### config.mk
export PLATFORM = sky130hd
export DESIGN_NAME = asym_fifo_top
export DESIGN_NICKNAME = d
export VERILOG_FILES = /design/src/fifo_cfg_pkg.sv /design/src/fifo_bus_pkg.sv /design/src/ram_2p_bank.sv /design/src/ram_2p_asym.sv /design/src/fifo_level_ctrl.sv /design/src/fifo_sync_asym.sv /design/src/asym_fifo_top.sv
export SDC_FILE = /design/constraint.sdc
export NUM_CORES = 1
export LEC_CHECK = 0
export BUFFER_PORTS_ARGS = -buffer_cell sky130_fd_sc_hd__buf_2
export CORE_MARGIN = 2
export CORE_UTILIZATION = 50
export DETAILED_ROUTE_END_ITERATION = 10
export PLACE_DENSITY = 0.69
export SLEW_MARGIN = 25
export SYNTH_ARGS = -nofsm -noshare
export SYNTH_HDL_FRONTEND = slang
export SYNTH_HIERARCHICAL = 1
export SYNTH_SLANG_ARGS = --single-unit
### constraint.sdc
create_clock -name clk_i -period 2.3 [get_ports clk_i]
set_input_delay 0.345 -clock clk_i [delete_from_list [all_inputs] [get_ports clk_i]]
set_output_delay 0.345 -clock clk_i [all_outputs]
set_load 0.01 [all_outputs]
### src/fifo_cfg_pkg.sv
package fifo_cfg_pkg;

   // write side is one byte, read side one word
   localparam int W_DATA_W = 8;
   localparam int R_DATA_W = 32;

   localparam int N_LANES = R_DATA_W / W_DATA_W;
   localparam int LANE_W = $clog2(N_LANES);

   // largest depth exponent the address types can carry
   localparam int MAX_ADDR_W = 8;

   localparam int CREDIT_W = 3;

   typedef logic [W_DATA_W-1:0] wdata_t;

   typedef logic [R_DATA_W-1:0] rdata_t;

   // byte slot, modules use the low ADDR_W bits
   typedef logic [MAX_ADDR_W-1:0] baddr_t;

   // word slot inside one lane bank
   typedef logic [MAX_ADDR_W-LANE_W-1:0] waddr_t;

   // fill count in bytes, one extra bit so a full FIFO fits
   typedef logic [MAX_ADDR_W:0] level_t;

   typedef logic [CREDIT_W-1:0] credit_t;

endpackage

### src/fifo_bus_pkg.sv
package fifo_bus_pkg;

   // write port of one lane bank
   typedef struct packed {
      logic                 en;
      fifo_cfg_pkg::waddr_t addr;
      fifo_cfg_pkg::wdata_t data;
   } bank_wr_t;

   // read port, same word address for every lane
   typedef struct packed {
      logic                 en;
      fifo_cfg_pkg::waddr_t addr;
   } bank_rd_t;

   // credits handed back to the producer
   typedef struct packed {
      logic                  valid;
      fifo_cfg_pkg::credit_t count;
   } credit_ret_t;

endpackage

### src/ram_2p_bank.sv
`timescale 1ns/1ps

module ram_2p_bank #(
   parameter int ADDR_W = 6
) (
   input  logic                   clk_i,
   input  fifo_bus_pkg::bank_wr_t wr_i,
   input  fifo_bus_pkg::bank_rd_t rd_i,
   output fifo_cfg_pkg::wdata_t   rd_data_o
);

   localparam int BANK_AW = ADDR_W - fifo_cfg_pkg::LANE_W;
   localparam int DEPTH = 2 ** BANK_AW;

   fifo_cfg_pkg::wdata_t mem [DEPTH];

   always_ff @(posedge clk_i) begin
      if (wr_i.en) begin
         mem[wr_i.addr[BANK_AW-1:0]] <= wr_i.data;
      end
   end

   // registered read, output holds between reads
   always_ff @(posedge clk_i) begin
      if (rd_i.en) begin
         rd_data_o <= mem[rd_i.addr[BANK_AW-1:0]];
      end
   end

endmodule

### src/ram_2p_asym.sv
`timescale 1ns/1ps

module ram_2p_asym #(
   parameter int ADDR_W = 6
) (
   input  logic                                                   clk_i,
   input  logic                                                   w_en_i,
   input  fifo_cfg_pkg::baddr_t                                   w_addr_i,
   input  fifo_cfg_pkg::wdata_t                                   w_data_i,
   input  logic                                                   r_en_i,
   input  fifo_cfg_pkg::waddr_t                                   r_addr_i,
   output fifo_bus_pkg::bank_wr_t [fifo_cfg_pkg::N_LANES-1:0]     ext_wr_o,
   output fifo_bus_pkg::bank_rd_t                                 ext_rd_o,
   input  fifo_cfg_pkg::rdata_t                                   ext_rd_data_i,
   output fifo_cfg_pkg::rdata_t                                   r_data_o
);

   localparam int LANE_W = fifo_cfg_pkg::LANE_W;
   localparam int W_DATA_W = fifo_cfg_pkg::W_DATA_W;

   logic [LANE_W-1:0]    w_lane;
   fifo_cfg_pkg::waddr_t w_word;
   logic                 rd_pend_q;

   // low bits pick the lane, the rest is the word slot
   assign w_lane = w_addr_i[LANE_W-1:0];
   assign w_word = fifo_cfg_pkg::waddr_t'(w_addr_i[ADDR_W-1:LANE_W]);

   always_comb begin
      for (int i = 0; i < fifo_cfg_pkg::N_LANES; i++) begin
         ext_wr_o[i].en   = w_en_i && (w_lane == LANE_W'(i));
         ext_wr_o[i].addr = w_word;
         ext_wr_o[i].data = w_data_i;
      end
   end

   // every lane reads the same word slot
   assign ext_rd_o = '{en: r_en_i, addr: r_addr_i};

   // bank outputs are only meaningful the cycle after a read
   always_ff @(posedge clk_i) begin
      rd_pend_q <= r_en_i;
   end

   // lane 0 holds the oldest byte and goes lowest
   always_comb begin
      r_data_o = '0;
      if (rd_pend_q) begin
         for (int i = 0; i < fifo_cfg_pkg::N_LANES; i++) begin
            r_data_o[i*W_DATA_W +: W_DATA_W] = ext_rd_data_i[i*W_DATA_W +: W_DATA_W];
         end
      end
   end

endmodule

### src/fifo_level_ctrl.sv
`timescale 1ns/1ps

module fifo_level_ctrl #(
   parameter int ADDR_W = 6
) (
   input  logic                      clk_i,
   input  logic                      reset_i,
   input  logic                      w_en_i,
   input  logic                      r_en_i,
   output fifo_cfg_pkg::level_t      level_o,
   output logic                      empty_o,
   output logic                      full_o,
   output fifo_bus_pkg::credit_ret_t credit_o
);

   // capacity in bytes
   localparam fifo_cfg_pkg::level_t FIFO_SIZE = fifo_cfg_pkg::level_t'(1) << ADDR_W;
   localparam fifo_cfg_pkg::level_t WORD_BYTES = fifo_cfg_pkg::level_t'(fifo_cfg_pkg::N_LANES);
   localparam fifo_cfg_pkg::credit_t CREDIT = fifo_cfg_pkg::credit_t'(fifo_cfg_pkg::N_LANES);

   fifo_cfg_pkg::level_t level_nxt;
   logic                 credit_vld_q;

   // one byte in per write, one word out per read
   always_comb begin
      level_nxt = level_o;
      if (w_en_i) begin
         level_nxt = level_nxt + fifo_cfg_pkg::level_t'(1);
      end
      if (r_en_i) begin
         level_nxt = level_nxt - WORD_BYTES;
      end
   end

   // flags follow the next level so they line up with level_o
   always_ff @(posedge clk_i) begin
      if (reset_i) begin
         level_o <= '0;
         empty_o <= 1'b1;
         full_o  <= 1'b0;
      end else begin
         level_o <= level_nxt;
         empty_o <= (level_nxt < WORD_BYTES);
         full_o  <= (level_nxt > (FIFO_SIZE - fifo_cfg_pkg::level_t'(1)));
      end
   end

   // a word read frees four byte slots
   always_ff @(posedge clk_i) begin
      if (reset_i) begin
         credit_vld_q <= 1'b0;
      end else begin
         credit_vld_q <= r_en_i;
      end
   end

   assign credit_o = '{valid: credit_vld_q, count: CREDIT};

endmodule

### src/fifo_sync_asym.sv
`timescale 1ns/1ps

module fifo_sync_asym #(
   parameter int ADDR_W = 6
) (
   input  logic                                               clk_i,
   input  logic                                               reset_i,
   input  logic                                               w_en_i,
   input  fifo_cfg_pkg::wdata_t                               w_data_i,
   output fifo_bus_pkg::credit_ret_t                          credit_o,
   input  logic                                               r_en_i,
   output fifo_cfg_pkg::rdata_t                               r_data_o,
   output logic                                               r_valid_o,
   output logic                                               r_empty_o,
   output fifo_cfg_pkg::level_t                               level_o,
   output fifo_bus_pkg::bank_wr_t [fifo_cfg_pkg::N_LANES-1:0] ext_wr_o,
   output fifo_bus_pkg::bank_rd_t                             ext_rd_o,
   input  fifo_cfg_pkg::rdata_t                               ext_rd_data_i
);

   localparam int R_ADDR_W = ADDR_W - fifo_cfg_pkg::LANE_W;

   logic                w_full;
   logic                w_en_int;
   logic                r_en_int;
   logic [ADDR_W-1:0]   w_addr_q;
   logic [R_ADDR_W-1:0] r_addr_q;

   // full never leaves the core, it only guards writes
   assign w_en_int = w_en_i && !w_full;
   assign r_en_int = r_en_i && !r_empty_o;

   // byte pointer on the write side, word pointer on the read side
   always_ff @(posedge clk_i) begin
      if (reset_i) begin
         w_addr_q  <= '0;
         r_addr_q  <= '0;
         r_valid_o <= 1'b0;
      end else begin
         if (w_en_int) begin
            w_addr_q <= w_addr_q + 1'b1;
         end
         if (r_en_int) begin
            r_addr_q <= r_addr_q + 1'b1;
         end
         r_valid_o <= r_en_int;
      end
   end

   fifo_level_ctrl #(
      .ADDR_W (ADDR_W)
   ) level_ctrl (
      .clk_i    (clk_i),
      .reset_i  (reset_i),
      .w_en_i   (w_en_int),
      .r_en_i   (r_en_int),
      .level_o  (level_o),
      .empty_o  (r_empty_o),
      .full_o   (w_full),
      .credit_o (credit_o)
   );

   ram_2p_asym #(
      .ADDR_W (ADDR_W)
   ) mem_adapter (
      .clk_i         (clk_i),
      .w_en_i        (w_en_int),
      .w_addr_i      (fifo_cfg_pkg::baddr_t'(w_addr_q)),
      .w_data_i      (w_data_i),
      .r_en_i        (r_en_int),
      .r_addr_i      (fifo_cfg_pkg::waddr_t'(r_addr_q)),
      .ext_wr_o      (ext_wr_o),
      .ext_rd_o      (ext_rd_o),
      .ext_rd_data_i (ext_rd_data_i),
      .r_data_o      (r_data_o)
   );

endmodule

### src/asym_fifo_top.sv
`timescale 1ns/1ps

module asym_fifo_top #(
   parameter int ADDR_W = 6
) (
   input  logic                      clk_i,
   input  logic                      reset_i,
   input  logic                      w_en_i,
   input  fifo_cfg_pkg::wdata_t      w_data_i,
   output fifo_bus_pkg::credit_ret_t credit_o,
   input  logic                      r_en_i,
   output fifo_cfg_pkg::rdata_t      r_data_o,
   output logic                      r_valid_o,
   output logic                      r_empty_o,
   output fifo_cfg_pkg::level_t      level_o
);

   localparam int W_DATA_W = fifo_cfg_pkg::W_DATA_W;

   fifo_bus_pkg::bank_wr_t [fifo_cfg_pkg::N_LANES-1:0] ext_wr;
   fifo_bus_pkg::bank_rd_t                             ext_rd;
   wire fifo_cfg_pkg::rdata_t                          ext_rd_data;

   fifo_sync_asym #(
      .ADDR_W (ADDR_W)
   ) fifo_core (
      .clk_i         (clk_i),
      .reset_i       (reset_i),
      .w_en_i        (w_en_i),
      .w_data_i      (w_data_i),
      .credit_o      (credit_o),
      .r_en_i        (r_en_i),
      .r_data_o      (r_data_o),
      .r_valid_o     (r_valid_o),
      .r_empty_o     (r_empty_o),
      .level_o       (level_o),
      .ext_wr_o      (ext_wr),
      .ext_rd_o      (ext_rd),
      .ext_rd_data_i (ext_rd_data)
   );

   // one bank per byte lane
   for (genvar i = 0; i < fifo_cfg_pkg::N_LANES; i++) begin : g_lane
      ram_2p_bank #(
         .ADDR_W (ADDR_W)
      ) bank (
         .clk_i     (clk_i),
         .wr_i      (ext_wr[i]),
         .rd_i      (ext_rd),
         .rd_data_o (ext_rd_data[i*W_DATA_W +: W_DATA_W])
      );
   end

endmodule

# Word level (Yosys, flattened, before mapping)

Memory sizes are Yosys's and may differ from the RTL's. A register that Yosys moved wholly into a read port is not among the register bits.
Cells that the tools add are included.

Flip-flop bits (word level): 23
Memory bits (writable): 512
Logic and storage cells: 40
Memories kept: 4

Add/subtract/negate cells: 4
Magnitude comparators: 2
Eq/ne operators: 3
Mux-type cells: 11
Reduce and logical (&&, ||, !) cells: 9

Memories:

| name               | depth | bits a word | rd ports | clocked after Yosys merged registers in | wr ports | line              | RTL |
|---|---|---|---|---|---|---|---|
| g_lane[0].bank.mem | 16    | 8           | 1        | 1                                       | 1        | ram_2p_bank.sv:15 | `fifo_cfg_pkg::wdata_t mem [DEPTH];` |
| g_lane[1].bank.mem | 16    | 8           | 1        | 1                                       | 1        | ram_2p_bank.sv:15 |  |
| g_lane[2].bank.mem | 16    | 8           | 1        | 1                                       | 1        | ram_2p_bank.sv:15 |  |
| g_lane[3].bank.mem | 16    | 8           | 1        | 1                                       | 1        | ram_2p_bank.sv:15 |  |

Operators by type and width:

| kind                                                                            | count |
|---|---|
| 32-bit 2-to-1 mux                                                               | 1 |
| 9-bit 2-to-1 mux                                                                | 2 |
| 9-bit by 1-bit adder with 9-bit output, second input constant                   | 1 |
| 9-bit by 6-bit greater-than comparator with 1-bit output, second input constant | 1 |
| 9-bit by 3-bit less-than comparator with 1-bit output, second input constant    | 1 |
| 9-bit by 3-bit subtractor with 9-bit output, second input constant              | 1 |
| 1-bit 2-to-1 mux                                                                | 8 |
| 6-bit by 1-bit adder with 6-bit output, second input constant                   | 1 |
| 1-bit logical AND                                                               | 6 |
| 4-bit by 1-bit adder with 4-bit output, second input constant                   | 1 |
| 2-bit equality test, second input constant                                      | 2 |
| 2-bit by 1-bit equality test with 1-bit output, second input constant           | 1 |
| 1-bit logical NOT                                                               | 2 |
| 2-bit logical NOT                                                               | 1 |

# Logic depth before layout (Yosys ltp)

Word-level depth: 6
Depth in mapped cells: 12

# Hierarchy

The synthesis kept the hierarchy.

Modules (own cells, without submodules):

| module          | times used | cells an instance | area each (um2) |
|---|---|---|---|
| ram_2p_bank     | 4          | 229               | 5227.5 |
| ram_2p_asym     | 1          | 104               | 783.3 |
| fifo_level_ctrl | 1          | 83                | 711.9 |
| fifo_sync_asym  | 1          | 52                | 514.2 |

# Worst setup path before layout

Ideal clock, no wire load.

Kind: input to register
Start point: input w_en_i
End point: register fifo_core.level_ctrl.empty_o
Data arrival time: 2.324 ns
Data required time: 2.184 ns
Path slack: -0.140 ns
Stages on the path: 12
Path buffers: 2
Cell sequence: nor2b_4 > buf_6 > buf_2 > nand4_4 > xor2_1 > ha_1 > nand2_1 > or4_1 > nand2_1 > o31ai_1 > xnor2_1 > a41o_1

Longest elaborated chain between the ends: 5

Ends and longest elaborated chain:

| element                                                   | line                  | RTL |
|---|---|---|
| start, declared                                           | asym_fifo_top.sv:8    | `input logic w_en_i,` |
| 1-bit logical AND (*)                                     | fifo_sync_asym.sv:30  | `assign w_en_int = w_en_i && !w_full;` |
| via fifo_core.w_en_int                                    | fifo_sync_asym.sv:24  | `logic w_en_int;` |
| 9-bit 2-to-1 mux (*)                                      | fifo_level_ctrl.sv:27 | `if (w_en_i) begin` |
| 9-bit by 3-bit subtractor with 9-bit output               | fifo_level_ctrl.sv:31 | `level_nxt = level_nxt - WORD_BYTES;` |
| 9-bit 2-to-1 mux (*)                                      | fifo_level_ctrl.sv:30 | `if (r_en_i) begin` |
| 9-bit by 3-bit less-than comparator with 1-bit output (*) | fifo_level_ctrl.sv:43 | `empty_o <= (level_nxt < WORD_BYTES);` |
| end signal, assigned                                      | fifo_level_ctrl.sv:43 |  |
| end, declared                                             | fifo_level_ctrl.sv:11 | `output logic empty_o,` |

The timed path passes the listed nets; every way through them passes the cells marked *.
A chain may end at the register's enable or synchronous reset.

==> results.toml <==
[run_status]
run_status = "complete, no violations"

[pwr]
p_total_uw = 23600
cellLeakagePower_uw = 0.00854
vdd.ir_drop.worst_mv = 0.568
p_per_area_nw_per_um2 = 910

[critical_path]
crit_end_category = "register"
critPathArrivalTime_ns = 2.50
worstPathMaxFanout = 42
path_class = "register to register"
type_of_origin_of_the_critical_path = "register"
crit_required_ns = 2.62

[timing]
finalClockSkew_ns = 0.0138
setup_viol = 0
post_route_setup_tns_ns = 0
highest_achievable_clock_rate_mhz = 458
finalCritPeriodShare = 0.949
setup_repair_after_global_routing_missed_its_margin = "false"
final_max_slew_viol_count = 0
finalHoldViolCount = 0
maxSlewHeadroom = 0.487
worst_slew_pin_slew_ns = 0.769
layout_min_cycle_time_ns = 2.18

[drt]
routed_length_per_instance_um = 22.8
drt_iter0_drc = 975
post_drt_via_cell_ratio = 5.71
drt_drc_violations_left = 0
antenna_left = 0
wl_mm = 43.7
detailroute.via_count = 10939
drt_pass1_iterations = 5

[grt]
pin_count_of_the_biggest_net_entering_global_routing = 65
initial_antenna_violation_count = 0
grt_util_met3 = 0.0356
global_route.overflow_total = 0
grtUsageMet1 = 0.257
first_pass_grt_wire_length_mm = 66.8
grt.met2_usage = 0.312
first_global_vias = 11073
grt_util_overall = 0.190
globalRoute.busiestLayer = "met2"

[place]
io_buffers = 55
final_weighted_congestion_in_routability_driven_placement = 0.830
dp_cells = 1812
place_hpwl_mm = 27.0

[hold_path]
worst_min_path_class = "input port to register"

[synth]
synth_area_per_cell_um2 = 20.0
synthesized_cell_area_um2 = 22800
synthesized_instance_count = 1143
yosysWarnings = 6

[clocking]
cts_tree = "done"
numClockSinks = 568
hold_buffers = 0
clkTransAtPathRegs_ns = 0.06
tritoncts.num_buffers = 54
clkLatencyLatePin_ns = 0.59
htree_levels = 2
clk_path_buf_depth = 3
root_buffer = "sky130_fd_sc_hd__clkbuf_16"

[cells_and_area]
drive_above_1_share = 0.288
nets = 1285
syn_to_final_growth_pct = 13.5
fin_cells = 1915

[job]
timing.max_cap.violations = 0

[floorplan]
placementRows = 78
die_width_um = 218
coreArea_um2 = 45200
floorplan.initialDensity = 0.505
floorplan.die.height_um = 218
number_of_top_level_pins = 59
dieArea_um2 = 47400
path summary, 6_finish.rpt:
| check | from | end | slack, ns | cells past startpoint |
|---|---|---|---|---|
| hold / removal | r_en_i | fifo_core/r_addr_q[2] | 0.14 | 4 |
| hold reg to reg | fifo_core/w_addr_q[2] | fifo_core/w_addr_q[2] | 0.53 | 2 |
| setup reg to reg | fifo_core/r_addr_q[0] | g_lane[3].bank/rd_data_o[3] | 0.12 | 4 |
| setup / recovery | fifo_core/r_addr_q[0] | g_lane[3].bank/rd_data_o[3] | 0.12 | 4 |
per-stage QoR:
| stage | hold slack [ns] | instance area [um2] | setup WS (ns) | utilization |
|---|---|---|---|---|
| final | 0.139 | 25900 | 0.117 | 0.574 |
| after global routing | 0.154 | 25900 | 0.00693 | 0.573 |
| after global placement | 0.502 | 24100 | -0.0161 | 0.533 |
| after detailed placement | 0.516 | 24100 | -0.0418 | 0.533 |
| after CTS | 0.103 | 25900 | 0.0784 | 0.573 |
| after floorplan | 0.439 | 22900 | -0.0680 | - |
state kept, by name, summed over array words and instances (netlist names):
| signal | flops |
|---|---|
| fifo_core/mem_adapter/rd_pend_q | 1 |
| fifo_core/level_ctrl/level_o | 9 |
| g_lane.bank/mem | 512 |
| fifo_core/r_addr_q | 4 |
| g_lane.bank/rd_data_o | 32 |
| fifo_core/r_valid_o | 1 |
| fifo_core/level_ctrl/credit_vld_q | 1 |
| fifo_core/w_addr_q | 6 |
| fifo_core/level_ctrl/empty_o | 1 |
| fifo_core/level_ctrl/full_o | 1 |
critical path: stages (launching register included):
cell                      delay, ns
sky130_fd_sc_hd__dfxtp_4       0.42
sky130_fd_sc_hd__buf_12        0.29
sky130_fd_sc_hd__mux4_1        0.65
sky130_fd_sc_hd__a22oi_1       0.33
sky130_fd_sc_hd__nand2_1       0.15
metal layers:
layer / up-vias / wire length, um
li1: 4863 / -
met1: 5656 / 18100
met2: 341 / 21800
met3: 79 / 2430
met4: 0 / 1370
met5: - / 0
cell usage in the layout, fill, tap and decap left out, types with 14 or more instances in the layout:
| cell | count |
|---|---|
| sky130_fd_sc_hd__edfxtp_1 | 544 |
| sky130_fd_sc_hd__buf_4 | 107 |
| sky130_fd_sc_hd__nor2_1 | 72 |
| sky130_fd_sc_hd__mux4_2 | 72 |
| sky130_fd_sc_hd__a22oi_1 | 64 |
| sky130_fd_sc_hd__clkbuf_16 | 57 |
| sky130_fd_sc_hd__mux4_1 | 56 |
| sky130_fd_sc_hd__buf_2 | 55 |
| sky130_fd_sc_hd__nand2_1 | 42 |
| sky130_fd_sc_hd__and2_2 | 32 |
| sky130_fd_sc_hd__dfxtp_1 | 21 |
| sky130_fd_sc_hd__nor3_1 | 18 |
| sky130_fd_sc_hd__clkbuf_1 | 14 |
timing repair:
item	in CTS	in global routing
endpoints found under the setup margin	0	19
buffers inserted	0	1
gates resized for setup	0	5
power breakdown:
group	total, uW	leakage, uW	internal (uW)	switching (uW)
clock	8860	0.000859	5220	3640
combinational	2930	0.00258	1440	1490
sequential	11800	0.00510	11600	169
total	23600	0.00854	18300	5300
final cells by class:
class	count	area (um2)
clock inverters	29	295
well taps	600	751
inverters	2	7.51
flip-flops and latches	568	16800
multi-input cells	469	5230
fillers	3257	19300
diodes	1	2.50
repair buffers	174	1310
clock buffers	72	1490
No activity file was read; power rests on OpenSTA's default activity.
